**config.mk**
```make
export PLATFORM = sky130hd
export DESIGN_NAME = wb_arbiter
export DESIGN_NICKNAME = d
export VERILOG_FILES = /design/src/rtl/bus_pkg.sv /design/src/rtl/wb_arbiter.sv
export SDC_FILE = /design/constraint.sdc
export NUM_CORES = 1
export LEC_CHECK = 0
export BUFFER_PORTS_ARGS = -buffer_cell sky130_fd_sc_hd__clkbuf_2
export CORE_AREA = 10 10 113 115
export DETAILED_ROUTE_END_ITERATION = 8
export DIE_AREA = 0 0 123 125
export SLEW_MARGIN = 20
export SYNTH_ARGS = -nofsm -noshare
export SYNTH_HDL_FRONTEND = slang
export SYNTH_SLANG_ARGS = --single-unit
```
**constraint.sdc**
```tcl
create_clock -name i_clk -period 2.05 [get_ports i_clk]
set_input_delay 0.3075 -clock i_clk [delete_from_list [all_inputs] [get_ports i_clk]]
set_output_delay 0.3075 -clock i_clk [all_outputs]
set_load 0.005 [all_outputs]
```
**src/rtl/bus_pkg.sv**
```systemverilog
`default_nettype none

package bus_pkg;

    localparam int WB_ADDR_W = 30;  // Word address
    localparam int WB_DATA_W = 32;
    localparam int WB_SEL_W  = 4;

    // Memory map
    localparam int RAM_WORDS = 256;
    localparam int RAM_AW    = $clog2(RAM_WORDS);
    localparam logic [WB_ADDR_W-1:0] IO_BASE = 30'h3FFF_C000;  // IO word 0

    // Read value substituted on err
    localparam logic [WB_DATA_W-1:0] BUS_ERR_VALUE = 32'h1337_1337;

endpackage

`default_nettype wire

```
**src/rtl/wb_arbiter.sv**
```systemverilog
`timescale 1ns/1ps
`default_nettype none

module wb_arbiter
    import bus_pkg::*;
(
    input  wire                  i_clk,
    input  wire                  i_rst,
    // Master 0, memory stage
    input  wire                  i_m0_cyc,
    input  wire                  i_m0_stb,
    input  wire                  i_m0_we,
    input  wire  [WB_ADDR_W-1:0] i_m0_addr,
    input  wire  [WB_DATA_W-1:0] i_m0_wdata,
    input  wire  [WB_SEL_W-1:0]  i_m0_sel,
    output logic                 o_m0_ack,
    output logic                 o_m0_err,
    output logic                 o_m0_stall,
    output logic [WB_DATA_W-1:0] o_m0_rdata,
    // Master 1, fetch
    input  wire                  i_m1_cyc,
    input  wire                  i_m1_stb,
    input  wire                  i_m1_we,
    input  wire  [WB_ADDR_W-1:0] i_m1_addr,
    input  wire  [WB_DATA_W-1:0] i_m1_wdata,
    input  wire  [WB_SEL_W-1:0]  i_m1_sel,
    output logic                 o_m1_ack,
    output logic                 o_m1_err,
    output logic                 o_m1_stall,
    output logic [WB_DATA_W-1:0] o_m1_rdata,
    // Slave side
    output logic                 o_s_cyc,
    output logic                 o_s_stb,
    output logic                 o_s_we,
    output logic [WB_ADDR_W-1:0] o_s_addr,
    output logic [WB_DATA_W-1:0] o_s_wdata,
    output logic [WB_SEL_W-1:0]  o_s_sel,
    input  wire                  i_s_ack,
    input  wire                  i_s_err,
    input  wire  [WB_DATA_W-1:0] i_s_rdata
);

    logic owner_q;   // 1 when fetch owns the bus
    logic busy_q;
    logic hold, gnt1;

    // Owner keeps the bus while its cyc stays up
    assign hold = busy_q && (owner_q ? i_m1_cyc : i_m0_cyc);
    assign gnt1 = hold ? owner_q : (!i_m0_cyc && i_m1_cyc);

    always_ff @(posedge i_clk) begin
        if (i_rst) begin
            owner_q <= 1'b0;
            busy_q  <= 1'b0;
        end else begin
            owner_q <= gnt1;
            busy_q  <= gnt1 ? i_m1_cyc : i_m0_cyc;
        end
    end

    assign o_s_cyc   = gnt1 ? i_m1_cyc   : i_m0_cyc;
    assign o_s_stb   = gnt1 ? i_m1_stb   : i_m0_stb;
    assign o_s_we    = gnt1 ? i_m1_we    : i_m0_we;
    assign o_s_addr  = gnt1 ? i_m1_addr  : i_m0_addr;
    assign o_s_wdata = gnt1 ? i_m1_wdata : i_m0_wdata;
    assign o_s_sel   = gnt1 ? i_m1_sel   : i_m0_sel;

    // Loser is stalled and sees no answer
    assign o_m0_stall = gnt1;
    assign o_m1_stall = !gnt1;
    assign o_m0_ack   = !gnt1 && i_s_ack;
    assign o_m1_ack   = gnt1 && i_s_ack;
    assign o_m0_err   = !gnt1 && i_s_err;
    assign o_m1_err   = gnt1 && i_s_err;
    assign o_m0_rdata = gnt1 ? '0 : i_s_rdata;
    assign o_m1_rdata = gnt1 ? i_s_rdata : '0;

endmodule

`default_nettype wire

```
==> metrics.txt, run 1 <==
Die Y-Extent 125 µm; fillcell total 1,148; ANT nets after route 0; power per cell area 265.4 mW/mm²; Setup Buffers After CTS 0; share of layout cells above drive strength 1 57.43%; GPL Wtd Cong 0.9235; RSZ-0062 raised after global routing no; CP Cell Sequence and3_2 > buf_4 > o32ai_1 > clkbuf_2; mean area per synthesized cell 6.233 µm²; final setup fails 0; Resize count post-CTS 0; mapped cell area 0.002044 mm²; post-synth cell types 17; fin. max-slew vios 0; Worst VDD drop 0.2602 mV; pin count of the biggest net entering global routing 141; Critical Path Slowest Stage Cell o32ai_1; Crit. End Element output port; Synthesized Nets 502; Yosys warnings 0; ANT cells 0; Area Growth Syn to Fin 82.74%; Finished Cell Area 0.003736 mm²; cts hold-fix bufs 0; vias in the first global route 3,482; crit-path leading delay family buffers and inverters; IO Pins 313; detailed-route DRC error count 0; maxcap violations 0; input/output buffers 312; Setup crit start kind flip-flop; Setup Skew 2.482 ps; LEAKAGE 2.368 nW; final worst path period share 97.46%; clk sinks 2; fmax 500.5 MHz; Routed wire per std cell 17.24 µm; Pre-antenna DRT Iters 6; first-pass GRT wire length 18,650 µm; status finished, final reports clean; Critical Path AT 1690 ps; final hold viol count 0; setup tns final 0 ps; total CTS buffers 3; Crit path buffers/inverters 2; register bit total from synthesis 2; initial antenna violation count 0; HP Class input port to flip-flop; clock buffer depth 2; clk_lat worst skew 210 ps; CTS tree built; CP peak stage delay 440 ps; Die ar. 0.01538 mm²; Max FO, Critical Path 37; Min Hold Slack 269.4 ps; DR vias/cell 4.631; Initial Util 19.28%; Worst Tran Pin Value 822.3 ps; Cell Area, Placed 0.003686 mm²; via count 3,455; core area 0.01060 mm²; register area share after synthesis 1.958%; Final nets 782; CP required 1740 ps; 1st-iter DRT viols 161; grt ovf 0; num rows 38; Detail Placement HPWL 10,630 µm; minimum clock period 1998 ps; CTS clk-pin slew, worst paths 30 ps; crit path kind flip-flop to output port; routed wire length 12,860 µm; # H-tree levels 1; Die Wd 123 µm; total track usage 14.56%; clock root cell clkbuf_8; Syn Inst Count 328; Slew headroom 44.93%
area by class of cell:
type	count	area [µm²]	area share [%]
repair buffers	319	1667	44.61
multi-input cells	214	1558	41.69
inverters	68	255.2	6.832
well taps	140	175.2	4.689
clock buffers	3	41.29	1.105
flip-flops and latches	2	40.04	1.072
cell usage after synthesis:
master,instances,area share (%)
nand2_1,69,13
inv_1,68,12
o32ai_1,48,21
and3_1,35,11
a21boi_0,34,12
clkbuf_1,30,5.5
o32ai_2,20,16
buf_2,8,2.0
buf_4,4,1.5
buf_6,3,1.7
dfxtp_1,2,2.0
nor2b_1,2,0.61
a21bo_2,1,0.49
a21boi_2,1,0.55
and2_1,1,0.31
nor3b_1,1,0.37
or2_2,1,0.31
placed cells by master, fill, tap and decap left out, types with 2 or more instances in the layout:
cell	count
o32ai_2	20
o32ai_1	48
clkbuf_2	311
buf_4	4
and3_1	34
clkbuf_8	3
inv_1	68
nand2_1	69
dfxtp_1	2
buf_12	4
a21boi_0	34
logic make-up after synthesis:
family | Yosys count | share of synthesized area, %
buffers and inverters | 113 | 23.07
and+or+nand+nor | 109 | 24.97
AOI/OAI and AO/OA | 104 | 50.00
DFF | 2 | 1.958
worst paths after layout:
path                 from           end  slack, ps  depth (start not counted)
setup / recovery  owner_q  o_s_addr[20]         50                          4
hold / removal      i_rst        busy_q        270                          2
setup reg to reg  owner_q       owner_q        900                          3
hold reg to reg    busy_q       owner_q        980                          3
routing by layer:
| layer | GRT usage [%] | up-vias | share of wire, % |
|---|---|---|---|
| li1 | - | 1711 | - |
| met1 | 15.25 | 1524 | 35 |
| met2 | 26.79 | 206 | 51 |
| met3 | 5.806 | 14 | 12 |
| met4 | 2.536 | 0 | 1.4 |
| met5 | 0 | - | 0 |
sequential cells by signal, indices dropped and copies added (netlist names):
register  cells
busy_q        1
owner_q       1
through the flow:
step / setup slack (ps) / std cells / util, % / total power [mW]
2_1_floorplan: 618.9 / 328 / - / 0.4079
3_3_place_gp: 56.12 / 742 / 34.77 / 0.8288
3_5_place_dp: 37.95 / 742 / 34.77 / 0.8382
4_1_cts: 35.78 / 745 / 35.15 / 1.004
5_1_grt: 25.70 / 746 / 35.24 / 1.079
6_report: 52.16 / 746 / 35.24 / 0.9915
power breakdown:
| part | total, mW | switching (mW) | internal, mW |
|---|---|---|---|
| registers | 0.0441 | 0.00258 | 0.0415 |
| clock network | 0.157 | 0.0329 | 0.124 |
| logic | 0.790 | 0.385 | 0.406 |
No activity file was read; power rests on OpenSTA's default activity.
==> run 2: changes to the inputs <==
- BUFFER_PORTS_ARGS: -buffer_cell sky130_fd_sc_hd__clkbuf_2 -> unset
- CTS_CLUSTER_DIAMETER: unset -> 200
- DONT_BUFFER_PORTS: unset -> 1
==> run 2 against run 1 <==
Register-to-register slack better by 450 ps. Sequential power about the same. Flip-flop and latch count unchanged. Global-route usage down 3.0 points. Maximum frequency up 8.0%. Count of clock-buffer cells in the layout unchanged. Hold slack worse by 100 ps. First-iteration DRC count down 5.0%. Cell count down 42%. Final area down 43%.
==> metrics.txt, run 2 (synthesized netlist as in run 1, its figures left out) <==
ANT cells 0; input/output buffers 0; fmax 540.3 MHz; DR vias/cell 5.577; Worst VDD drop 0.3696 mV; Resize count post-CTS 0; Setup Buffers After CTS 0; Crit path buffers/inverters 1; vias in the first global route 2,441; Logic pwr share 67.8%; clk sinks 2; Setup Skew 0.2038 ps; detailed-route DRC error count 0; crit path kind flip-flop to output port; maxcap violations 0; Finished Cell Area 0.002141 mm²; biggest regs busy_q (1), owner_q (1); Area Growth Syn to Fin 4.712%; Clock power frac 25.0%; Crit. End Element output port; Slew headroom 68.44%; final worst path period share 90.28%; share of layout cells above drive strength 1 11.03%; crit-path leading delay family compound AO/OA/AOI/OAI gates; final setup fails 0; power per cell area 285.8 mW/mm²; minimum clock period 1851 ps; Reg-to-Reg End owner_q; Setup crit start kind flip-flop; Die Y-Extent 125 µm; routed wire length 10,340 µm; Int Pwr 0.3356 mW; core area 0.01060 mm²; Die Wd 123 µm; CP required 1740 ps; initial antenna violation count 0; CTS tree built; Cell Area, Placed 0.002100 mm²; fin. max-slew vios 0; Critical Path AT 1540 ps; clk_lat worst skew 210 ps; cts hold-fix bufs 0; total CTS buffers 3; clock buffer depth 2; Max FO, Critical Path 68; setup tns final 0 ps; Psw 0.2762 mW; pin count of the biggest net entering global routing 143; switching share of power 45.15%; num rows 38; LEAKAGE 1.031 nW; total track usage 11.51%; Critical Path Slowest Stage Cell o32ai_1; first-pass GRT wire length 14,790 µm; Util after Layout 20.19%; CP Cell Sequence and3_2 > buf_12 > o32ai_1; status finished, final reports clean; via count 2,398; CTS clk-pin slew, worst paths 30 ps; clock root cell clkbuf_8; FF-to-FF path depth 2; IO Pins 313; RSZ-0062 raised after global routing no; sequential power share 7.2%; Detail Placement HPWL 8677 µm; # H-tree levels 1; hold path depth 1; grt ovf 0; FF-to-FF Start owner_q; Hold Startpoint i_rst; internal reg-to-reg setup slack 1350 ps; Final nets 466; Routed wire per std cell 24.04 µm; ANT nets after route 0; Worst Tran Pin Value 472.0 ps; commonest non-fill, non-tap cell in the layout nand2_1; Pre-antenna DRT Iters 4; 1st-iter DRT viols 153; WHS Endpoint busy_q; Die ar. 0.01538 mm²; GPL Wtd Cong 0.8565; HP Class input port to flip-flop; final hold viol count 0; commonest cells after routing, fill and taps aside nand2_1 (69), inv_1 (68), o32ai_1 (48); Initial Util 19.28%; CP peak stage delay 500 ps
[run 2: cell types whose count changed in the layout (fill, tap and decap cells not counted)]
cell / before / now
buf_4: 4 / 0
clkbuf_2: 311 / 0
nor2b_2: 1 / 0
[run 2: layer usage]
| metal | GRT usage (%) | vias to the layer above | part of all wire [%] |
|---|---|---|---|
| met5 | 0 | - | 0 |
| met4 | 1.508 | 0 | 0.52 |
| met3 | 5.041 | 7 | 13 |
| met2 | 20.58 | 219 | 50 |
| met1 | 12.49 | 1095 | 36 |
| li1 | - | 1077 | - |
[run 2: power groups by stage]
| stage | clock network [mW] | logic (mW) | registers, mW |
|---|---|---|---|
| global placement | 0 | 0.413 | 0.0442 |
| finish | 0.153 | 0.415 | 0.0440 |
| floorplan | 0 | 0.365 | 0.0434 |
| global route | 0.160 | 0.453 | 0.0445 |
| CTS | 0.156 | 0.422 | 0.0441 |
| detailed placement | 0 | 0.421 | 0.0445 |
[run 2: worst max-delay path by stage]
stage	startpoint	endpoint	slack [ps]	depth (start not counted)
3_5_place_dp	owner_q	o_s_addr[9]	470	3
4_1_cts	owner_q	o_s_addr[9]	250	3
2_1_floorplan	owner_q	o_s_sel[0]	620	5
6_report	owner_q	o_s_addr[29]	200	3
3_3_place_gp	owner_q	o_s_addr[4]	550	3
5_1_grt	owner_q	o_m1_rdata[27]	200	3
[run 2: metrics by stage]
step | worst slack (ps) | instances | total power, mW | hold slack [ps]
floorplan | 618.9 | 328 | 0.4079 | 379.1
global placement | 554.9 | 427 | 0.4568 | 382.7
detailed placement | 473.9 | 427 | 0.4655 | 382.8
CTS | 246.9 | 430 | 0.6227 | 165.8
global route | 202.4 | 430 | 0.6577 | 171.1
finish | 199.3 | 430 | 0.6118 | 168.7
[run 2: area by class of cell]
cell class / count / area, µm²
repair buffers: 4 / 80.08
inverters: 68 / 255.2
well taps: 140 / 175.2
multi-input cells: 213 / 1549
clock buffers: 3 / 41.29
fillers: 1195 / 8462
flip-flops and latches: 2 / 40.04
[run 2: worst register-to-register path: stages (launching register included)]
cell	delay (ps)
dfxtp_1	380
a21boi_4	90
nor3b_1	160
