===== src/rtl/bus_pkg.sv =====
`default_nettype none

package bus_pkg;

    localparam int WB_ADDR_W = 30;  // Word address
    localparam int WB_DATA_W = 32;
    localparam int WB_SEL_W  = 4;

    // Memory map
    localparam int RAM_WORDS = 256;
    localparam int RAM_AW    = $clog2(RAM_WORDS);
    localparam logic [WB_ADDR_W-1:0] IO_BASE = 30'h3FFF_C000;  // IO word 0

    // Read value substituted on err
    localparam logic [WB_DATA_W-1:0] BUS_ERR_VALUE = 32'h1337_1337;

endpackage

`default_nettype wire


===== src/rtl/fetch_unit.sv =====
`timescale 1ns/1ps
`default_nettype none

module fetch_unit
    import bus_pkg::*;
(
    input  wire                  i_clk,
    input  wire                  i_rst,
    input  wire                  i_fetch_req,
    input  wire  [WB_ADDR_W-1:0] i_fetch_addr,
    output logic                 o_fetch_valid,
    output logic [WB_DATA_W-1:0] o_fetch_data,
    output logic                 o_fetch_busy,
    output logic                 o_wb_cyc,
    output logic                 o_wb_stb,
    output logic                 o_wb_we,
    output logic [WB_ADDR_W-1:0] o_wb_addr,
    output logic [WB_DATA_W-1:0] o_wb_wdata,
    output logic [WB_SEL_W-1:0]  o_wb_sel,
    input  wire                  i_wb_ack,
    input  wire                  i_wb_err,
    input  wire                  i_wb_stall,
    input  wire  [WB_DATA_W-1:0] i_wb_rdata
);

    typedef enum logic [1:0] {F_IDLE, F_STROBE, F_WAIT} fstate_e;

    fstate_e state;

    always_ff @(posedge i_clk) begin
        if (i_rst) begin
            state         <= F_IDLE;
            o_fetch_valid <= 1'b0;
        end else begin
            o_fetch_valid <= 1'b0;
            case (state)
                F_IDLE:   if (i_fetch_req) state <= F_STROBE;
                F_STROBE: if (!i_wb_stall) state <= F_WAIT;
                F_WAIT: begin
                    if (i_wb_ack || i_wb_err) begin
                        state         <= F_IDLE;
                        o_fetch_valid <= 1'b1;
                    end
                end
                default: state <= F_IDLE;
            endcase
        end
    end

    always_ff @(posedge i_clk) begin
        if (state == F_IDLE && i_fetch_req)
            o_wb_addr <= i_fetch_addr;
        if (state == F_WAIT)
            o_fetch_data <= i_wb_err ? BUS_ERR_VALUE : i_wb_rdata;
    end

    assign o_fetch_busy = (state != F_IDLE);
    assign o_wb_cyc     = (state != F_IDLE);
    assign o_wb_stb     = (state == F_STROBE);
    assign o_wb_we      = 1'b0;   // Read only master
    assign o_wb_wdata   = '0;
    assign o_wb_sel     = '1;

endmodule

`default_nettype wire


===== config.mk =====
export PLATFORM = sky130hd
export DESIGN_NAME = fetch_unit
export DESIGN_NICKNAME = d
export VERILOG_FILES = /design/src/rtl/bus_pkg.sv /design/src/rtl/fetch_unit.sv
export SDC_FILE = /design/constraint.sdc
export NUM_CORES = 1
export LEC_CHECK = 0
export BUFFER_PORTS_ARGS = -buffer_cell sky130_fd_sc_hd__clkbuf_2
export CAP_MARGIN = 20
export CORE_MARGIN = 2
export CORE_UTILIZATION = 30
export CTS_CLUSTER_SIZE = 25
export DETAILED_ROUTE_END_ITERATION = 10
export PLACE_DENSITY = 0.66
export SLEW_MARGIN = 10
export SYNTH_ARGS = -nofsm -noshare
export SYNTH_HDL_FRONTEND = slang
export SYNTH_SLANG_ARGS = --single-unit

===== constraint.sdc =====
create_clock -name i_clk -period 7 [get_ports i_clk]
set_input_delay 1.4 -clock i_clk [delete_from_list [all_inputs] [get_ports i_clk]]
set_output_delay 1.4 -clock i_clk [all_outputs]
set_load 0.005 [all_outputs]

==> impl_metrics.toml, run 1 <==
[status]
status = "finished clean"

[floorplan]
io_pins = 171
dieArea_um2 = 9100
core_area_um2 = 8180
die_h_um = 95.4
std_cell_rows = 33
fp.dieW_um = 95.4
start_util_pct = 30.7

[min_path]
whs_endpoint = "state[0]"
min_path_cells = 1
hp-start = "state[1]"
hp-class = "register to register"

[global_route]
grtUsageTotal_pct = 10.4
antenna_found_initial = 0
grt_pass1_wl_um = 6690
grt-ovfl-total = 0
grt_max_degree = 35
grt_pass1_vias = 1408

[critical_path]
crit_start = "state[0]"
r2r-end = "o_fetch_data[8]"
worst-setup-path-type = "register to output pin"
r2r_start = "state[1]"
crit_required_ps = 5600
critPathCaptureType = "output pin"
crit_fanout = 6
cp.arrival_ps = 1140
r2r_cells = 1
cp-start-kind = "register"
reg2reg_slack_ps = 5420

[clock_network]
ctsHtreeMaxLevel = 3
clk-insertion-delay-late_ps = 320
clk_pin_slew_ps = 70
cts_tree = "yes"
cts_hold_buf = 0
cts-root-buf = "clkbuf_8"
post_cts_buffers = 0
cts_buffers = 9
cts_resized = 0
clockBufferDepth = 2
clock_sinks = 65

[yosys]
yosysUniqueCellTypes = 17
syn-cell-area_um2 = 2510
ys_ff_latch = 65
yosysWarnings = 0
yosysSeqAreaShare_pct = 76.6
syn_inst = 152
postSynthAreaPerCell_um2 = 16.5

[finish]
antennaDiodeCount = 0
drive_gt1_share_pct = 56.8
fin_area_um2 = 3380
multiInputGateArea_um2 = 425
final_common_cell = "clkbuf_2"
fin_nets = 359
regArea_um2 = 1920
layoutNonFillerInstCount = 401
fillers = 760
layout_common_cells = "133 x clkbuf_2, 62 x edfxtp_1, 37 x conb_1"
fin_util_pct = 41.3
area_growth_pct = 34.6

[pwr]
power_density_nw_per_um2 = 253
totalPowerFinal_mw = 0.853
vdd_drop_max_mv = 0.100
p_leak_nw = 1.50

[sta]
maxSlewViolCount = 0
timing.slew.headroom_pct = 38.8
hold_viol = 0
fin_crit_sh_pct = 36.3
worst_pin_slew_ps = 916
skew_ps = 9.27
max_freq_ghz = 0.393
setup_viol = 0
setup_ws_ps = 4460
hold_ws_ps = 534
rsz0062_at_grt = "no"
finalSetupTns_ps = 0
fin_crit_ps = 2540

[job]
maxCapViolCount = 0

[route]
routed_wl_um = 4970
drtPass1Iterations = 4
drt_iter0_drc = 37
drc = 0
detail-route-antenna-nets = 0
wire_per_inst_um = 12.4
vias_per_cell = 3.82
via_count = 1532

[placement]
dp.cells = 385
place_area_um2 = 3160
place_hpwl_um = 3810
gp_congestion = 0.668
port_buffers = 133
dp_slack_ps = 4410
==> flip-flops by register name, indices dropped and copies added, names as in the netlist <==
| name | flops |
|---|---|
| o_wb_addr | 30 |
| o_fetch_valid | 1 |
| o_fetch_data | 32 |
| state | 2 |
==> cells in the mapped netlist <==
| cell type | instances | share of area (%) |
|---|---|---|
| or2_2 | 17 | 4.2 |
| clkbuf_1 | 2 | 0.30 |
| a21oi_1 | 1 | 0.20 |
| dfxtp_1 | 3 | 2.4 |
| nor2_1 | 2 | 0.30 |
| nor3_1 | 1 | 0.20 |
| buf_2 | 1 | 0.20 |
| or3b_1 | 1 | 0.35 |
| conb_1 | 2 | 0.30 |
| or4b_1 | 1 | 0.40 |
| edfxtp_1 | 62 | 74 |
| mux2i_1 | 1 | 0.40 |
| nor3b_1 | 1 | 0.30 |
| inv_1 | 1 | 0.15 |
| and2b_1 | 3 | 0.90 |
| buf_4 | 38 | 11 |
| nor2b_1 | 15 | 3.7 |
==> cell families (layout without fill, tap and decap cells) <==
| logic type | Yosys count | after routing | share of synthesized area (%) |
|---|---|---|---|
| AOI/OAI and AO/OA | 1 | 1 | 0.199 |
| buffers and inverters | 42 | 151 | 12.0 |
| DFF | 65 | 65 | 76.6 |
| muxes | 1 | 1 | 0.399 |
| other | 2 | 37 | 0.300 |
| and+or+nand+nor | 41 | 41 | 10.4 |
==> worst max path at each step <==
stage	to	slack, ps	cells past startpoint
after floorplan	o_wb_addr[0]	3880	2
after global placement	state[1]	4420	3
after detailed placement	state[1]	4410	3
after CTS	o_fetch_busy	4420	2
after global routing	o_fetch_busy	4390	2
final	o_fetch_busy	4460	2
==> layout make-up <==
class,instances,area share [%]
clock buffer,10,3.78
clock inverter,6,2.74
inverter,1,0.111
multi-input combinational,80,12.6
sequential,65,56.9
tap,105,3.89
timing repair buffer,134,19.9
==> routing by layer <==
layer	vias up	track usage, %	share of wire, %	wire length, um
met1	674	9.69	34	1670
met5	-	0	0	0
met3	6	5.53	16	819
met2	120	18.5	48	2410
met4	0	5.00	1.4	68
li1	732	-	-	-
==> report_power, final <==
part,switching [mW],total (mW),internal [mW],leakage [nW]
Combinational,0.0310,0.0618,0.0308,0.793
Clock,0.139,0.341,0.202,0.103
Sequential,0.00498,0.450,0.445,0.600
==> worst max-delay path, stage by stage (launching register included) <==
cell      delay (ps)
dfxtp_1          370
or2_2            330
clkbuf_2         120
Note: power is estimated with default switching activity, not from simulation.
==> inputs of run 2 (changes only) <==
clock period = 2.45 ns   (was 7 ns; I/O delays follow)
==> run 2 against run 1 <==
Clock power up 120%. Cell count is the same. Non-clock buffer count up 1. Combinational power increased to 2.9 times the previous value. Cell area decreased by 1.6%. Hold slack worse by 210 ps. Clock skew down 5.1 ps. Sequential power increased to 2.9 times the previous value. Critical endpoint is now o_wb_cyc. Global-route usage is 0.62 points higher.
==> impl_metrics.toml, run 2 (synthesis gave the netlist of run 1 again) <==
[status]
status = "finished clean"

[critical_path]
crit_required_ps = 1960
r2r_cells = 2
reg2reg_slack_ps = 950
cp-start-kind = "register"
r2r_start = "state[1]"
worst-setup-path-type = "register to output pin"
critPathCaptureType = "output pin"
r2r-end = "o_fetch_data[6]"
crit_fanout = 6
cp.arrival_ps = 1150

[clock_network]
cts_buffers = 9
cts-root-buf = "clkbuf_8"
clk_pin_slew_ps = 70
clock_sinks = 65
cts_tree = "yes"
cts_resized = 0
post_cts_buffers = 0
clk-insertion-delay-late_ps = 330
ctsHtreeMaxLevel = 3
clockBufferDepth = 2
cts_hold_buf = 0

[sta]
setup_viol = 0
fin_crit_ps = 1640
max_freq_ghz = 0.610
timing.slew.headroom_pct = 60.6
finalSetupTns_ps = 0
fin_crit_sh_pct = 66.9
skew_ps = 4.19
rsz0062_at_grt = "no"
maxSlewViolCount = 0
hold_viol = 0
worst_pin_slew_ps = 591

[floorplan]
core_area_um2 = 8180
io_pins = 171
fp.dieW_um = 95.4
start_util_pct = 30.7
dieArea_um2 = 9100
std_cell_rows = 33
die_h_um = 95.4

[placement]
port_buffers = 133
gp_congestion = 0.704
place_hpwl_um = 3910

[global_route]
antenna_found_initial = 0
grtUsageTotal_pct = 11.0
grt_max_degree = 35
grt_pass1_vias = 1406
grt_pass1_wl_um = 7070
grt-ovfl-total = 0

[route]
drtPass1Iterations = 4
vias_per_cell = 3.82
drc = 0
routed_wl_um = 5120
drt_iter0_drc = 29
detail-route-antenna-nets = 0
via_count = 1533
wire_per_inst_um = 12.8

[job]
maxCapViolCount = 0

[finish]
final_common_cell = "clkbuf_2"
largest_reg_flops = 32
layout_common_cells = "133 x clkbuf_2, 62 x edfxtp_1, 37 x conb_1"
regArea_um2 = 1920
top_register = "o_fetch_data"
top_regs = "o_fetch_data: 32 flops, o_wb_addr: 30 flops, state: 2 flops"
fin_nets = 360
antennaDiodeCount = 0
area_growth_pct = 32.5
multiInputGateArea_um2 = 425
drive_gt1_share_pct = 57.1
fillers = 817
fin_util_pct = 40.6

[min_path]
whs_endpoint = "o_wb_addr[13]"
hp-class = "input pin to register"
hp-start = "i_fetch_addr[13]"
min_path_cells = 1

[pwr]
power_density_nw_per_um2 = 665
vdd_drop_max_mv = 0.201
p_leak_nw = 1.48
-- run 2: changes by cell type in the layout (fill, tap and decap cells not counted) --
cell        previous run  this run
clkinvlp_4             2         1
bufinv_16              2         0
clkbuf_1               1         0
clkinv_2               0         4
buf_4                  1         2
clkinv_4               2         1
-- run 2: cell type report --
type,count,area share [%]
Sequential cell,65,57.8
Timing Repair Buffer,135,20.5
Multi-Input combinational cell,80,12.8
Tap cell,105,3.95
Clock buffer,9,3.73
Clock inverter,6,1.09
Inverter,1,0.113
-- run 2: through the flow --
stage	hold slack (ps)	cell area (um^2)	power (mW)	cells	worst slack (ps)
floorplan	456	2640	1.42	187	103
global placement	489	3160	1.49	386	787
detailed placement	513	3160	1.49	386	740
CTS	306	3320	2.25	401	785
global route	299	3320	2.33	401	747
finish	327	3320	2.21	401	810
-- run 2: routing by layer --
metal / wire, um / global-route usage (%) / part of all wire, % / up-vias
li1: - / - / - / 727
met1: 1790 / 10.4 / 35 / 681
met2: 2450 / 19.1 / 48 / 118
met3: 790 / 5.61 / 15 / 7
met4: 95 / 6.43 / 1.9 / 0
met5: 0 / 0 / 0 / -
-- run 2: report_power, final --
group / switching [mW] / internal, mW / leakage (nW) / total (mW)
Combinational: 0.0895 / 0.0888 / 0.798 / 0.178
Sequential: 0.0140 / 1.27 / 0.600 / 1.29
Clock: 0.391 / 0.355 / 0.0846 / 0.745
Total: 0.494 / 1.72 / 1.48 / 2.21
-- run 2: critical path, stage by stage, from the launching register on --
cell and delay [ps]:
dfxtp_1 370, or2_2 320, clkbuf_2 120
-- run 2: worst max path at each step --
stage               startpoint            to  slack (ps)
floorplan             state[1]  o_wb_addr[0]         100
global placement      i_wb_err      state[1]         790
detailed placement    i_wb_err      state[1]         740
CTS                   state[0]      o_wb_cyc         790
global route          state[0]      o_wb_cyc         750
finish                state[0]      o_wb_cyc         810
==> inputs of run 3 (changes only) <==
PLACE_DENSITY = 0.68   (was 0.66)
clock period = 1.4 ns   (was 2.45 ns; I/O delays follow)
==> run 3 against run 2 <==
Critical endpoint is now o_fetch_busy. First-iteration DRC count down 31%. Die area unchanged. Combinational power up 88%. Count of clock-buffer cells in the layout unchanged. Total power up 85%. Critical path type unchanged. Non-clock buffer count up 3. Sequential share of layout area down 1.3 points. Routed wire length up 1.9%.
==> impl_metrics.toml, run 3 (synthesis gave the netlist of run 1 again) <==
[clock_network]
ctsHtreeMaxLevel = 3
cts_buffers = 9
cts-root-buf = "clkbuf_8"
cts_resized = 0
clockBufferDepth = 2
clk_pin_slew_ps = 70
cts_hold_buf = 0
cts_tree = "yes"
clock_sinks = 65
clk-insertion-delay-late_ps = 330
post_cts_buffers = 0

[critical_path]
reg2reg_slack_ps = 150
crit_path_end = "o_fetch_busy"
cp.depth = 2
cp-start-kind = "register"
crit_start = "state[1]"
critPathCaptureType = "output pin"
r2r_start = "state[1]"
cp.arrival_ps = 1070
cp_slowest_cell = "dfxtp_2"
crit_required_ps = 1120
cp_cell_sequence = "or2_4, clkbuf_2"
crit_fanout = 6
path_buf_inv = 1
cp_top_family = "flip-flops"
r2r_cells = 3
critPathMaxStageDelay_ps = 350
r2r-end = "o_wb_addr[14]"
worst-setup-path-type = "register to output pin"

[finish]
layout_common_cells = "133 x clkbuf_2, 62 x edfxtp_1, 37 x conb_1"
fin_nets = 363
antennaDiodeCount = 0
final_common_cell = "clkbuf_2"
top_register = "o_fetch_data"
area_growth_pct = 35.8
largest_reg_flops = 32
top_regs = "o_fetch_data: 32 flops, o_wb_addr: 30 flops, state: 2 flops"
fin_area_um2 = 3400
layoutNonFillerInstCount = 404
drive_gt1_share_pct = 58.2

[pwr]
pwr-share-clk_pct = 36.7
p_switching_mw = 0.881
p_leak_nw = 1.51
power_density_nw_per_um2 = 1200
p_seq_share_pct = 55.2
switching_share_pct = 21.6
p_int_mw = 3.20
vdd_drop_max_mv = 0.380
totalPowerFinal_mw = 4.08
power_frac_comb_pct = 8.2

[floorplan]
io_pins = 171
std_cell_rows = 33
dieArea_um2 = 9100
core_area_um2 = 8180
fp.dieW_um = 95.4
start_util_pct = 30.7
die_h_um = 95.4

[route]
routed_wl_um = 5220
detail-route-antenna-nets = 0
wire_per_inst_um = 12.9
drc = 0
vias_per_cell = 3.90
drt_iter0_drc = 20
via_count = 1574
drtPass1Iterations = 4

[global_route]
grt_pass1_wl_um = 6960
grt_max_degree = 31
antenna_found_initial = 0
grt-ovfl-total = 0
grtUsageTotal_pct = 10.9
grt_pass1_vias = 1422

[placement]
dp.cells = 389
dp_slack_ps = 162
port_buffers = 133
place_area_um2 = 3220
gp_congestion = 0.621
place_hpwl_um = 4080

[sta]
setup_ws_ps = 52.9
fin_crit_sh_pct = 96.2
skew_ps = 8.75
setup_viol = 0
max_freq_ghz = 0.742
hold_viol = 0
rsz0062_at_grt = "yes"
maxSlewViolCount = 0
fin_crit_ps = 1350
finalSetupTns_ps = 0

[job]
maxCapViolCount = 0

[status]
status = "finished clean"

[min_path]
hp-class = "input pin to register"
==> run 3: layer usage <==
layer	part of all wire (%)	track usage, %
met1	40	12.7
met2	44	16.6
met3	15	5.06
met4	1.7	6.07
met5	0	0
==> run 3: layout make-up <==
type                    count  area, um^2
repair buffers            138         728
multi-input cells          80         433
fillers                   783        4770
clock buffers               9         124
well taps                 105         131
clock inverters             6        60.1
inverters                   1        3.75
flip-flops and latches     65        1920
==> run 3: how the worst min path moves through the flow <==
stage / start / to / slack, ps / cells past startpoint
6_report: i_fetch_addr[5] / o_wb_addr[5] / 120 / 1
5_1_grt: i_fetch_addr[22] / o_wb_addr[22] / 90 / 1
4_1_cts: i_fetch_addr[22] / o_wb_addr[22] / 100 / 1
3_5_place_dp: i_fetch_addr[5] / o_wb_addr[5] / 460 / 1
3_3_place_gp: state[1] / state[0] / 440 / 1
2_1_floorplan: i_rst / state[1] / 340 / 1
==> run 3: power groups by stage <==
| stage | combinational [mW] | sequential, mW | clock [mW] |
|---|---|---|---|
| global placement | 0.331 | 2.29 | 0 |
| floorplan | 0.192 | 2.30 | 0 |
| CTS | 0.339 | 2.25 | 1.57 |
| detailed placement | 0.339 | 2.30 | 0 |
| global route | 0.380 | 2.26 | 1.65 |
| finish | 0.334 | 2.25 | 1.50 |
==> run 3: metrics by stage <==
step	util (%)	hold WS (ps)
after floorplan	-	342
after global placement	39.4	440
after detailed placement	39.4	459
after CTS	41.6	98.1
after global routing	41.6	94.7
final	41.6	123
==> run 3: worst register-to-register path, delay by kind of cell (launching register included) <==
kind	cells	cell delay [ps]
AND/OR/NAND/NOR	2	390
flip-flops	1	350
buffers and inverters	1	190
