$ cat config.mk
export PLATFORM = sky130hd
export DESIGN_NAME = mem_stage
export DESIGN_NICKNAME = d
export VERILOG_FILES = /design/src/rtl/bus_pkg.sv /design/src/rtl/isa_pkg.sv /design/src/rtl/mem_stage.sv
export SDC_FILE = /design/constraint.sdc
export NUM_CORES = 1
export LEC_CHECK = 0
export ABC_AREA = 1
export BUFFER_PORTS_ARGS = -buffer_cell sky130_fd_sc_hd__clkbuf_2
export CAP_MARGIN = 20
export CORE_MARGIN = 2
export CORE_UTILIZATION = 40
export CTS_BUF_LIST = sky130_fd_sc_hd__clkbuf_4 sky130_fd_sc_hd__clkbuf_8 sky130_fd_sc_hd__clkbuf_16
export CTS_CLUSTER_DIAMETER = 150
export DETAILED_ROUTE_END_ITERATION = 10
export PLACE_DENSITY = 0.64
export SLEW_MARGIN = 20
export SYNTH_ARGS = -nofsm -noshare
export SYNTH_HDL_FRONTEND = slang
export SYNTH_SLANG_ARGS = --single-unit
$ cat constraint.sdc
create_clock -name i_clk -period 17.8 [get_ports i_clk]
set_input_delay 0.89 -clock i_clk [delete_from_list [all_inputs] [get_ports i_clk]]
set_output_delay 0.89 -clock i_clk [all_outputs]
set_load 0.05 [all_outputs]
$ cat src/rtl/bus_pkg.sv
`default_nettype none

package bus_pkg;

    localparam int WB_ADDR_W = 30;  // Word address
    localparam int WB_DATA_W = 32;
    localparam int WB_SEL_W  = 4;

    // Memory map
    localparam int RAM_WORDS = 256;
    localparam int RAM_AW    = $clog2(RAM_WORDS);
    localparam logic [WB_ADDR_W-1:0] IO_BASE = 30'h3FFF_C000;  // IO word 0

    // Read value substituted on err
    localparam logic [WB_DATA_W-1:0] BUS_ERR_VALUE = 32'h1337_1337;

endpackage

`default_nettype wire

$ cat src/rtl/isa_pkg.sv
`default_nettype none

package isa_pkg;

    // Destination register index, 0 means no write
    localparam int REG_W = 4;

    // Memory-side opcodes of the processor, other values pass through as non-memory
    typedef enum logic [4:0] {
        OP_NOP  = 5'h00,
        OP_CALL = 5'h0D,
        OP_RET  = 5'h0E,
        OP_LBSE = 5'h0F,
        OP_IN   = 5'h10,
        OP_OUT  = 5'h11,
        OP_LB   = 5'h12,
        OP_SB   = 5'h13,
        OP_LW   = 5'h14,
        OP_SW   = 5'h15
    } opcode_e;

endpackage

`default_nettype wire

$ cat src/rtl/mem_stage.sv
`timescale 1ns/1ps
`default_nettype none

module mem_stage
    import isa_pkg::*, bus_pkg::*;
(
    input  wire                  i_clk,
    input  wire                  i_rst,
    input  wire                  i_pipe_stall,
    input  wire                  i_pipe_flush,
    output logic                 o_pipe_stall,
    output logic                 o_pipe_flush,
    input  opcode_e              i_opcode,
    input  wire  [REG_W-1:0]     i_dr,
    input  wire  [WB_DATA_W-1:0] i_sr1_val,
    input  wire  [WB_DATA_W-1:0] i_sr2_val,
    input  wire  [WB_DATA_W-1:0] i_imm,
    input  wire  [WB_DATA_W-1:0] i_pc,
    output logic                 o_wb_cyc,
    output logic                 o_wb_stb,
    output logic                 o_wb_we,
    output logic [WB_ADDR_W-1:0] o_wb_addr,
    output logic [WB_DATA_W-1:0] o_wb_wdata,
    output logic [WB_SEL_W-1:0]  o_wb_sel,
    input  wire                  i_wb_ack,
    input  wire                  i_wb_err,
    input  wire                  i_wb_stall,
    input  wire  [WB_DATA_W-1:0] i_wb_rdata,
    output logic [REG_W-1:0]     o_fwd_dr,
    output logic [WB_DATA_W-1:0] o_fwd_val,
    output logic [REG_W-1:0]     o_buf_dr,
    output logic [WB_DATA_W-1:0] o_buf_val,
    output logic                 o_ld_newpc,
    output logic [WB_DATA_W-1:0] o_br_pc
);

    typedef enum logic [2:0] {
        S_IDLE,
        S_STROBE,
        S_WAIT,
        S_HELD,    // Answer in, pipeline still stalled
        S_RESULT
    } state_e;

    state_e state;

    logic                 start_tx, is_io, is_byte, is_wr;
    logic [WB_ADDR_W-1:0] io_addr;
    logic [WB_DATA_W-1:0] mem_addr;   // Byte address
    logic [WB_DATA_W-1:0] wr_data;
    logic [WB_SEL_W-1:0]  sel;

    // Latched instruction
    opcode_e              op_q;
    logic [REG_W-1:0]     dr_q;
    logic [1:0]           lane_q;
    logic [WB_DATA_W-1:0] tgt_q;      // CALL target
    logic [WB_DATA_W-1:0] res_q;

    logic [7:0]           rd_byte;
    logic [WB_DATA_W-1:0] rd_val;
    logic                 answer, res_cyc, is_load_q, is_jump_q;

    // Decode of the incoming instruction
    assign start_tx = i_opcode inside {OP_LW, OP_SW, OP_LB, OP_LBSE, OP_SB,
                                       OP_IN, OP_OUT, OP_CALL, OP_RET};
    assign is_io    = i_opcode inside {OP_IN, OP_OUT};
    assign is_byte  = i_opcode inside {OP_LB, OP_LBSE, OP_SB};
    assign is_wr    = i_opcode inside {OP_SW, OP_SB, OP_OUT, OP_CALL};

    // IO sits at the top of the map, imm picks the IO word
    assign io_addr = IO_BASE + WB_ADDR_W'(i_imm[13:0]);

    always_comb begin
        if (is_io)
            mem_addr = {io_addr, 2'b00};
        else if (i_opcode == OP_CALL)
            mem_addr = i_sr2_val - 32'd4;  // Push return address
        else if (i_opcode == OP_RET)
            mem_addr = i_sr2_val;
        else
            mem_addr = i_sr1_val + i_imm;
    end

    always_comb begin
        sel = is_byte ? WB_SEL_W'(1) << mem_addr[1:0] : '1;
        if (i_opcode == OP_CALL)
            wr_data = i_pc + 32'd4;
        else if (is_io)
            wr_data = i_sr1_val;
        else if (is_byte)
            wr_data = i_sr2_val << {mem_addr[1:0], 3'b000};  // Move byte to its lane
        else
            wr_data = i_sr2_val;
    end

    // Read data path, byte extraction and err substitution
    assign rd_byte = i_wb_rdata[{lane_q, 3'b000} +: 8];

    always_comb begin
        if (i_wb_err)
            rd_val = BUS_ERR_VALUE;
        else if (op_q == OP_LBSE)
            rd_val = {{(WB_DATA_W-8){rd_byte[7]}}, rd_byte};
        else if (op_q == OP_LB)
            rd_val = {{(WB_DATA_W-8){1'b0}}, rd_byte};
        else
            rd_val = i_wb_rdata;
    end

    always_ff @(posedge i_clk) begin
        if (i_rst) begin
            state <= S_IDLE;
        end else begin
            case (state)
                S_IDLE: begin
                    if (start_tx && !i_pipe_stall && !i_pipe_flush)
                        state <= S_STROBE;
                end
                S_STROBE: begin
                    if (!i_wb_stall)
                        state <= S_WAIT;
                    else if (i_pipe_flush)
                        state <= S_IDLE;  // Not yet accepted, safe to drop
                end
                S_WAIT: begin
                    if (answer)
                        state <= i_pipe_stall ? S_HELD : S_RESULT;
                end
                S_HELD: begin
                    if (!i_pipe_stall)
                        state <= S_RESULT;
                end
                default: state <= S_IDLE;
            endcase
        end
    end

    // Payload follows the instruction while idle
    always_ff @(posedge i_clk) begin
        if (state == S_IDLE) begin
            op_q       <= i_opcode;
            dr_q       <= i_dr;
            lane_q     <= mem_addr[1:0];
            tgt_q      <= i_sr1_val + i_imm;
            o_wb_addr  <= mem_addr[WB_DATA_W-1:2];
            o_wb_wdata <= wr_data;
            o_wb_sel   <= sel;
            o_wb_we    <= is_wr;
        end
        if (answer)
            res_q <= rd_val;
    end

    assign o_wb_cyc = (state == S_STROBE) || (state == S_WAIT);
    assign o_wb_stb = (state == S_STROBE);

    assign answer    = (state == S_WAIT) && (i_wb_ack || i_wb_err);
    assign res_cyc   = (state == S_RESULT);
    assign is_load_q = op_q inside {OP_LW, OP_LB, OP_LBSE, OP_IN};
    assign is_jump_q = op_q inside {OP_CALL, OP_RET};

    always_comb begin
        if (state == S_IDLE)
            o_pipe_stall = i_pipe_stall || (start_tx && !i_pipe_flush);
        else
            o_pipe_stall = i_pipe_stall || !res_cyc;
    end

    // Forward straight from the bus when the pipe can take it
    assign o_fwd_dr  = (answer && !i_pipe_stall && is_load_q) ? dr_q : '0;
    assign o_fwd_val = (answer && !i_pipe_stall && is_load_q) ? rd_val : '0;

    assign o_buf_dr     = (res_cyc && is_load_q) ? dr_q : '0;
    assign o_buf_val    = (res_cyc && is_load_q) ? res_q : '0;
    assign o_ld_newpc   = res_cyc && is_jump_q;
    assign o_pipe_flush = o_ld_newpc;
    assign o_br_pc      = !o_ld_newpc ? '0 : (op_q == OP_CALL) ? tgt_q : res_q;

endmodule

`default_nettype wire

==> results of run 1 <==
-- registers in the layout (all words and copies together), names as in the netlist --
name and flops:
o_wb_we 1, lane_q 2, state 3, o_wb_addr 30
op_q 5, o_wb_wdata 32, dr_q 4, tgt_q 32
o_wb_sel 4, res_q 32
-- synthesized netlist by cell type, drive strengths merged --
| cell type | n | share of area (%) |
|---|---|---|
| nand3b | 3 | 0.18 |
| xor2 | 26 | 1.8 |
| xnor2 | 11 | 0.78 |
| a21o | 2 | 0.12 |
| o21bai | 10 | 0.61 |
| inv | 267 | 8.1 |
| a21oi | 166 | 6.7 |
| edfxtp | 142 | 35 |
| ha | 33 | 3.3 |
| o22ai | 3 | 0.15 |
| a32o | 1 | 0.081 |
| o21ai | 122 | 5.0 |
| o41ai | 1 | 0.13 |
| dfxtp | 3 | 0.49 |
| nor4 | 4 | 0.20 |
| fa | 1 | 0.16 |
| nor2 | 217 | 6.8 |
| o21a | 1 | 0.061 |
| buf | 37 | 1.7 |
| nor3 | 45 | 1.8 |
| a22oi | 1 | 0.061 |
| or2 | 3 | 0.15 |
| o211ai | 7 | 0.43 |
| clkbuf | 34 | 1.0 |
| nand3 | 156 | 6.7 |
| a31oi | 5 | 0.25 |
| nand2 | 552 | 17 |
| a211oi | 1 | 0.061 |
| o31ai | 1 | 0.061 |
| and2 | 4 | 0.20 |
| a21boi | 1 | 0.061 |
| nand4 | 22 | 1.1 |
| o2111ai | 1 | 0.071 |
-- kinds of logic (layout without fill, tap and decap cells) --
| logic type | Yosys count | after routing | synth area share, % |
|---|---|---|---|
| other | 0 | 1 | 0 |
| AO/OA/AOI/OAI | 323 | 323 | 13.8 |
| adder cells (fa/ha/maj) | 34 | 34 | 3.51 |
| buffers and inverters | 338 | 657 | 10.9 |
| AND/OR/NAND/NOR | 1006 | 1006 | 34.1 |
| XOR/XNOR | 37 | 37 | 2.63 |
| flip-flops | 145 | 145 | 35.1 |
-- worst max-delay path by stage --
stage	start	slack [ns]	cells after the start	endpoint
after floorplan	state[0]$_SDFFE_PP0P_	11.73	8	state[1]$_SDFFE_PP0P_
after global placement	op_q[3]$_DFFE_PP_	13.09	7	o_br_pc[22]
after detailed placement	op_q[3]$_DFFE_PP_	12.75	7	o_br_pc[1]
after CTS	op_q[3]$_DFFE_PP_	12.28	7	o_br_pc[1]
after global routing	op_q[4]$_DFFE_PP_	12.76	11	o_fwd_val[21]
final	op_q[4]$_DFFE_PP_	13.03	11	o_fwd_val[21]
-- worst min-delay path: stages, from the launching register on --
cell and delay [ns]:
dfxtp_1 0.35, o211ai_1 0.10, nor3_1 0.05
-- layout make-up --
| class | count | area [µm²] | area share, % |
|---|---|---|---|
| Multi-Input combinational cell | 1400 | 6700 | 44.7 |
| Tap cell | 396 | 495 | 3.31 |
| Sequential cell | 145 | 4320 | 28.8 |
| Inverter | 267 | 1000 | 6.69 |
| Antenna cell | 1 | 2.50 | 0.0167 |
| Clock inverter | 12 | 208 | 1.39 |
| Timing Repair Buffer | 358 | 1810 | 12.1 |
| Clock buffer | 20 | 448 | 2.99 |
-- report_power, final --
group	internal [mW]	total [mW]	switching, mW	leakage [nW]
Combinational	0.154	0.772	0.619	5.98
Clock	0.255	0.408	0.154	0.317
Sequential	0.571	0.629	0.0579	1.43
Total	0.980	1.81	0.830	7.73
-- per-layer routing --
metal	GRT usage, %	routed length (µm)	vias up
li1	-	-	6770
met3	5.43	4340	93
met4	10.9	1740	0
met5	0	0	-
met2	51.6	23700	730
met1	40.4	21300	6410
-- stage by stage --
| stage | total power, mW | util [%] | instance area, µm² | hold WS (ns) | instances |
|---|---|---|---|---|---|
| 3_5_place_dp | 1.40 | 46.9 | 14300 | 0.527 | 2566 |
| 6_report | 1.81 | 49.1 | 15000 | 0.544 | 2599 |
| 5_1_grt | 1.89 | 49.1 | 15000 | 0.581 | 2598 |
| 3_3_place_gp | 1.40 | 46.9 | 14300 | 0.519 | 2566 |
| 2_1_floorplan | 1.19 | - | 12300 | 0.491 | 1883 |
| 4_1_cts | 1.81 | 49.1 | 15000 | 0.541 | 2598 |
==> flow_metrics.py, run 1 <==
metrics = {
    "run_status": {
        "outcome": "finished clean",
    },
    "critical_path": {
        "cp_top_family": "buffers and inverters",
        "worst_setup_path_end_kind": "output pin",
        "critPathRequiredTime_ns": 16.91,
        "crit_slowest_cell": "nand3_1",
        "reg2reg_setup_slack_ns": 15.16,
        "reg2reg_depth": 8,
        "critPathBufInv": 5,
        "reg2reg_to": "res_q[9]$_DFFE_PP_",
        "critPathArrivalTime_ns": 3.88,
        "reg2reg_from": "op_q[0]$_DFFE_PP_",
        "slowest_delay_ns": 0.75,
        "worstSetupStartpointType": "flop",
        "worstPathMaxFanout": 34,
        "crit_path_cell_trace": "nor2_2 -> buf_4 -> nand3_1 -> inv_2 -> nor2_2 -> o41ai_2 -> nand3_1 -> inv_2 -> nand2_1 -> inv_1 -> clkbuf_2",
        "crit_type": "reg -> out",
    },
    "timing": {
        "setup_tns_ns": 0,
        "setup_violations": 0,
        "fin_skew_ns": 0.0107,
        "layout_min_cycle_time_ns": 4.77,
        "finalCritPeriodShare_pct": 26.8,
        "slew_headroom_pct": 26.3,
        "finalHoldViolCount": 0,
        "worst_pin_slew_ns": 1.10,
        "rsz0062_at_grt": "no",
        "finalWorstSetupSlack_ns": 13.03,
        "max_freq_ghz": 0.210,
        "drv_slew": 0,
    },
    "routing": {
        "drcViolationCount": 0,
        "drtIter0Drc": 1326,
        "wl_um": 51100,
        "ant_nets": 0,
        "vias_per_cell": 5.39,
        "drt_pass1_iterations": 6,
        "via_count": 14000,
        "wire_per_inst_um": 19.7,
    },
    "hold_path": {
        "hold_path_startpoint": "state[1]$_SDFFE_PP0P_",
        "min_to": "state[2]$_SDFFE_PP0P_",
        "hold_class": "reg -> reg",
        "whs_path_depth": 2,
    },
    "cells_and_area": {
        "nNetsFinal": 2399,
        "fill_cells": 3232,
        "areaGrowthSynthToFinish_pct": 21.5,
        "final_common_cell": "nand2_1",
        "most-common-layout-cells": "546 x nand2_1, 351 x clkbuf_2, 255 x inv_1",
        "drive_gt1_share_pct": 19.5,
    },
    "logic_synthesis": {
        "syn-num-nets": 2093,
        "postSynthRegisterBits": 145,
        "ys.warnings.count": 0,
        "syn_area_per_cell_um2": 6.55,
        "synthCells": 1883,
        "seq_area_frac_synth_pct": 35.1,
        "synthDistinctLibCells": 44,
        "synthesis.area_mm2": 0.0123,
    },
    "die": {
        "start_util_pct": 40.4,
        "core_mm2": 0.0305,
        "fp.dieArea_mm2": 0.0323,
        "fp.dieH_um": 180,
        "die_x_um": 180,
        "ios": 352,
        "row_count": 64,
    },
    "clocking": {
        "cts_buffer_depth": 2,
        "htree_levels": 4,
        "cts_tree": "done",
        "postCtsResizedCells": 0,
        "insertion_delay_ns": 0.44,
        "clk_pin_slew_ns": 0.06,
        "cts_setup_buffers": 0,
        "cts-root-buf": "clkbuf_16",
        "cts.sinks": 145,
        "cts_buffers": 17,
        "cts_hold_buf": 0,
    },
    "power_and_ir_drop": {
        "power_density_mw_per_mm2": 121,
        "ir_worst_vdd_mv": 0.125,
        "cellLeakagePower_nw": 7.73,
    },
    "global_routing": {
        "antenna_found_initial": 0,
        "overflow": 0,
        "grt_max_degree": 75,
        "track_usage_pct": 31.0,
        "grt_pass1_wl_um": 77300,
        "first_global_vias": 13300,
    },
    "flow_run": {
        "cap_violations": 0,
    },
    "placed_design": {
        "gp_congestion": 0.984,
        "pre_cts_ws_ns": 12.75,
        "portBuffers": 351,
        "post-dp-hpwl_um": 41500,
    },
}
No activity file was read; power rests on OpenSTA's default activity.
==> run 2, diff against run 1 <==
clock period = 5 ns   (was 17.8 ns; I/O delays follow)
==> flow_metrics.py, run 2 (synthesis gave the netlist of run 1 again) <==
metrics = {
    "cells_and_area": {
        "drive_gt1_share_pct": 19.5,
        "top_regs": "o_wb_wdata: 32 flops, res_q: 32 flops, tgt_q: 32 flops",
        "most-common-layout-cells": "547 x nand2_1, 351 x clkbuf_2, 255 x inv_1",
        "diodes": 0,
        "final_common_cell": "nand2_1",
        "areaGrowthSynthToFinish_pct": 21.3,
        "fin_area_mm2": 0.0150,
        "nNetsFinal": 2405,
        "utilization_pct": 49.0,
    },
    "routing": {
        "wl_um": 51300,
        "ant_nets": 0,
        "drt_pass1_iterations": 6,
        "drcViolationCount": 0,
        "wire_per_inst_um": 19.7,
        "vias_per_cell": 5.39,
        "drtIter0Drc": 1279,
        "via_count": 14000,
    },
    "timing": {
        "slew_headroom_pct": 27.8,
        "finalHoldViolCount": 0,
        "max_freq_ghz": 0.262,
        "layout_min_cycle_time_ns": 3.81,
        "fin_skew_ns": 0.0161,
        "drv_slew": 0,
        "rsz0062_at_grt": "no",
        "worst_pin_slew_ns": 1.08,
        "setup_violations": 0,
        "setup_tns_ns": 0,
        "finalCritPeriodShare_pct": 76.3,
    },
    "flow_run": {
        "cap_violations": 0,
    },
    "critical_path": {
        "reg2reg_from": "state[1]$_SDFFE_PP0P_",
        "reg2reg_setup_slack_ns": 2.64,
        "worst_setup_path_end_kind": "output pin",
        "crit_type": "reg -> out",
        "critPathRequiredTime_ns": 4.75,
        "crit_slowest_cell": "nand3_1",
        "crit_path_cell_trace": "inv_1 -> nand2_1 -> nor4_1 -> nor2_2 -> o41ai_2 -> nand3_1 -> inv_2 -> nand2_1 -> inv_1 -> clkbuf_2",
        "worstSetupStartpointType": "flop",
        "reg2reg_to": "o_wb_addr[21]$_SDFFCE_PP1P_",
        "worstPathMaxFanout": 21,
        "cp_top_family": "simple AND/OR/NAND/NOR gates",
        "critPathArrivalTime_ns": 3.56,
        "critPathBufInv": 4,
        "slowest_delay_ns": 0.75,
        "reg2reg_depth": 4,
    },
    "power_and_ir_drop": {
        "cellLeakagePower_nw": 7.72,
        "ir_worst_vdd_mv": 0.319,
        "power_density_mw_per_mm2": 419,
    },
    "global_routing": {
        "overflow": 0,
        "first_global_vias": 13100,
        "track_usage_pct": 31.0,
        "grt_max_degree": 66,
        "antenna_found_initial": 0,
        "grt_pass1_wl_um": 77300,
    },
    "clocking": {
        "cts_buffer_depth": 2,
        "cts.sinks": 145,
        "postCtsResizedCells": 0,
        "insertion_delay_ns": 0.45,
        "clk_pin_slew_ns": 0.06,
        "htree_levels": 4,
        "cts_tree": "done",
        "cts_buffers": 17,
        "cts-root-buf": "clkbuf_16",
    },
    "placed_design": {
        "post-dp-hpwl_um": 41500,
        "portBuffers": 351,
        "place_area_mm2": 0.0144,
        "gp_congestion": 1.03,
    },
    "die": {
        "row_count": 64,
        "die_x_um": 180,
        "ios": 352,
        "core_mm2": 0.0305,
        "start_util_pct": 40.4,
        "fp.dieH_um": 180,
        "fp.dieArea_mm2": 0.0323,
    },
    "hold_path": {
        "min_to": "dr_q[2]$_DFFE_PP_",
        "hold_class": "in -> reg",
        "hold_path_startpoint": "i_dr[2]",
        "whs_path_depth": 1,
    },
    "run_status": {
        "outcome": "finished clean",
    },
}
-- run 2: per-layer routing --
layer	GRT usage, %	vias to the layer above	part of all wire, %
li1	-	6780	-
met3	4.96	94	8.0
met5	0	-	0
met4	11.4	0	3.5
met2	51.0	751	47
met1	41.2	6421	42
-- run 2: layout make-up --
class,count,area (µm²)
Tap cell,396,495
Clock inverter,10,87.6
Multi-Input combinational cell,1400,6690
Inverter,267,1000
Fill cell,3245,15600
Clock buffer,22,475
Sequential cell,145,4320
Timing Repair Buffer,364,1880
-- run 2: timing repair --
action                                  in CTS  in global routing
buffers inserted                             0                  0
hold endpoints to repair                     4                  0
hold buffers                                 4                  0
endpoints found under the setup margin       0                  0
-- run 2: power breakdown --
part	switching, mW	internal (mW)	total (mW)	leakage, nW
combinational	2.20	0.553	2.75	6.01
clock	0.544	0.725	1.27	0.280
sequential	0.211	2.03	2.24	1.43
total	2.96	3.31	6.27	7.72
-- run 2: metrics by stage --
stage | setup slack [ns] | hold WS (ns) | cells | total power, mW
final | 1.19 | 0.0228 | 2604 | 6.27
after global routing | 0.970 | 0.00823 | 2604 | 6.57
after CTS | 1.20 | 0.00719 | 2604 | 6.29
after detailed placement | 1.69 | 0.433 | 2568 | 5.00
after global placement | 1.83 | 0.427 | 2568 | 5.00
after floorplan | 0.886 | 0.319 | 1883 | 4.19
-- run 2: worst max-delay path by stage --
stage	start	to	slack, ns	cells after the start
after floorplan	state[2]$_SDFFE_PP0P_	o_fwd_val[3]	0.89	6
final	op_q[0]$_DFFE_PP_	o_fwd_val[21]	1.19	10
after global placement	op_q[3]$_DFFE_PP_	o_fwd_val[5]	1.83	11
after detailed placement	op_q[0]$_DFFE_PP_	o_fwd_val[12]	1.69	10
after CTS	op_q[0]$_DFFE_PP_	o_fwd_val[12]	1.20	10
after global routing	op_q[3]$_DFFE_PP_	o_fwd_val[12]	0.97	11
==> run 3, diff against run 2 <==
clock period = 3.6 ns   (was 5 ns; I/O delays follow)
==> flow_metrics.py, run 3 (synthesis gave the netlist of run 1 again) <==
metrics = {
    "timing": {
        "drv_slew": 0,
        "hold-worst-slack_ns": 0.0189,
        "layout_min_cycle_time_ns": 2.85,
        "worst_pin_slew_ns": 0.661,
        "fin_skew_ns": 0.0151,
        "setup_violations": 0,
        "rsz0062_at_grt": "no",
        "finalCritPeriodShare_pct": 79.2,
        "finalHoldViolCount": 0,
        "setup_tns_ns": 0,
        "slew_headroom_pct": 55.9,
        "max_freq_ghz": 0.351,
    },
    "cells_and_area": {
        "drive_gt1_share_pct": 19.7,
        "fin_area_mm2": 0.0160,
        "areaGrowthSynthToFinish_pct": 29.4,
        "most-common-layout-cells": "549 x nand2_1, 295 x clkbuf_2, 255 x inv_1",
        "diodes": 0,
        "top_regs": "o_wb_wdata: 32 flops, res_q: 32 flops, tgt_q: 32 flops",
        "nNetsFinal": 2417,
        "final_common_cell": "nand2_1",
        "final_cells": 2616,
    },
    "global_routing": {
        "grt_pass1_wl_um": 78700,
        "antenna_found_initial": 1,
        "grt_max_degree": 108,
        "first_global_vias": 13500,
        "overflow": 0,
        "track_usage_pct": 31.8,
    },
    "critical_path": {
        "reg2reg_depth": 10,
        "worstSetupStartpointType": "flop",
        "critPathRequiredTime_ns": 3.42,
        "reg2reg_setup_slack_ns": 1.46,
        "reg2reg_from": "op_q[3]$_DFFE_PP_",
        "crit_type": "reg -> out",
        "worstPathMaxFanout": 18,
        "critPathArrivalTime_ns": 2.67,
        "endpoint": "o_fwd_val[9]",
        "reg2reg_to": "res_q[3]$_DFFE_PP_",
        "cp-startpoint": "op_q[3]$_DFFE_PP_",
        "worst_setup_path_end_kind": "output pin",
    },
    "clocking": {
        "htree_levels": 4,
        "cts_hold_buf": 5,
        "cts_buffers": 17,
        "cts.sinks": 145,
        "postCtsResizedCells": 0,
        "cts_tree": "done",
        "cts-root-buf": "clkbuf_16",
        "clk_pin_slew_ns": 0.06,
        "insertion_delay_ns": 0.44,
        "cts_buffer_depth": 2,
        "cts_setup_buffers": 0,
    },
    "placed_design": {
        "place_area_mm2": 0.0153,
        "post-dp-hpwl_um": 43000,
        "place_inst": 2579,
        "gp_congestion": 0.971,
        "portBuffers": 351,
    },
    "die": {
        "row_count": 64,
        "core_mm2": 0.0305,
        "die_x_um": 180,
        "fp.dieH_um": 180,
        "start_util_pct": 40.4,
        "fp.dieArea_mm2": 0.0323,
        "ios": 352,
    },
    "power_and_ir_drop": {
        "cellLeakagePower_nw": 8.00,
        "ir_worst_vdd_mv": 0.615,
        "power_density_mw_per_mm2": 562,
        "power.total_mw": 8.96,
    },
    "hold_path": {
        "whs_path_depth": 1,
        "hold_class": "in -> reg",
    },
    "routing": {
        "drcViolationCount": 0,
        "wl_um": 52700,
        "via_count": 14200,
        "drt_pass1_iterations": 5,
        "ant_nets": 0,
        "vias_per_cell": 5.42,
        "drtIter0Drc": 1409,
        "wire_per_inst_um": 20.2,
    },
    "run_status": {
        "outcome": "finished clean",
    },
    "flow_run": {
        "cap_violations": 0,
    },
}
-- run 3: area by class of cell --
class / count / area [µm²]
clock buffers: 19 / 440
clock inverters: 13 / 183
fillers: 3115 / 14600
inverters: 267 / 1000
multi-input cells: 1400 / 6690
flip-flops and latches: 145 / 4320
well taps: 396 / 495
repair buffers: 376 / 2820
-- run 3: per-layer routing --
| layer | global-route usage (%) | up-vias | share of wire (%) |
|---|---|---|---|
| li1 | - | 6800 | - |
| met1 | 40.3 | 6508 | 41 |
| met2 | 51.8 | 725 | 46 |
| met3 | 6.54 | 137 | 8.1 |
| met4 | 15.0 | 0 | 4.9 |
| met5 | 0 | - | 0 |
-- run 3: per-stage QoR --
| step | setup slack (ns) | util (%) |
|---|---|---|
| 2_1_floorplan | 0.327 | - |
| 3_3_place_gp | 0.945 | 50.1 |
| 3_5_place_dp | 0.912 | 50.1 |
| 4_1_cts | 0.743 | 52.3 |
| 5_1_grt | 0.528 | 52.3 |
| 6_report | 0.749 | 52.3 |
-- run 3: how the worst min path moves through the flow --
stage | endpoint | slack [ns] | from
floorplan | state[0]$_SDFFE_PP0P_ | 0.25 | i_rst
global placement | dr_q[1]$_DFFE_PP_ | 0.36 | i_dr[1]
detailed placement | dr_q[1]$_DFFE_PP_ | 0.37 | i_dr[1]
CTS | op_q[1]$_DFFE_PP_ | 0.004 | i_opcode[1]
global route | op_q[1]$_DFFE_PP_ | 0.009 | i_opcode[1]
finish | op_q[1]$_DFFE_PP_ | 0.02 | i_opcode[1]
-- run 3: critical path: stages, from the launching register on --
cell      delay, ns
edfxtp_1       0.44
nand2_1        0.16
inv_1          0.06
nand3_1        0.14
inv_2          0.14
nor2_2         0.19
buf_4          0.21
inv_2          0.15
o21ai_0        0.41
nand2_1        0.11
inv_1          0.11
buf_12         0.14
-- run 3: where the power goes --
part | internal (mW) | total [mW] | switching (mW)
Sequential | 2.82 | 3.13 | 0.308
Combinational | 0.805 | 3.89 | 3.08
Clock | 1.18 | 1.94 | 0.766
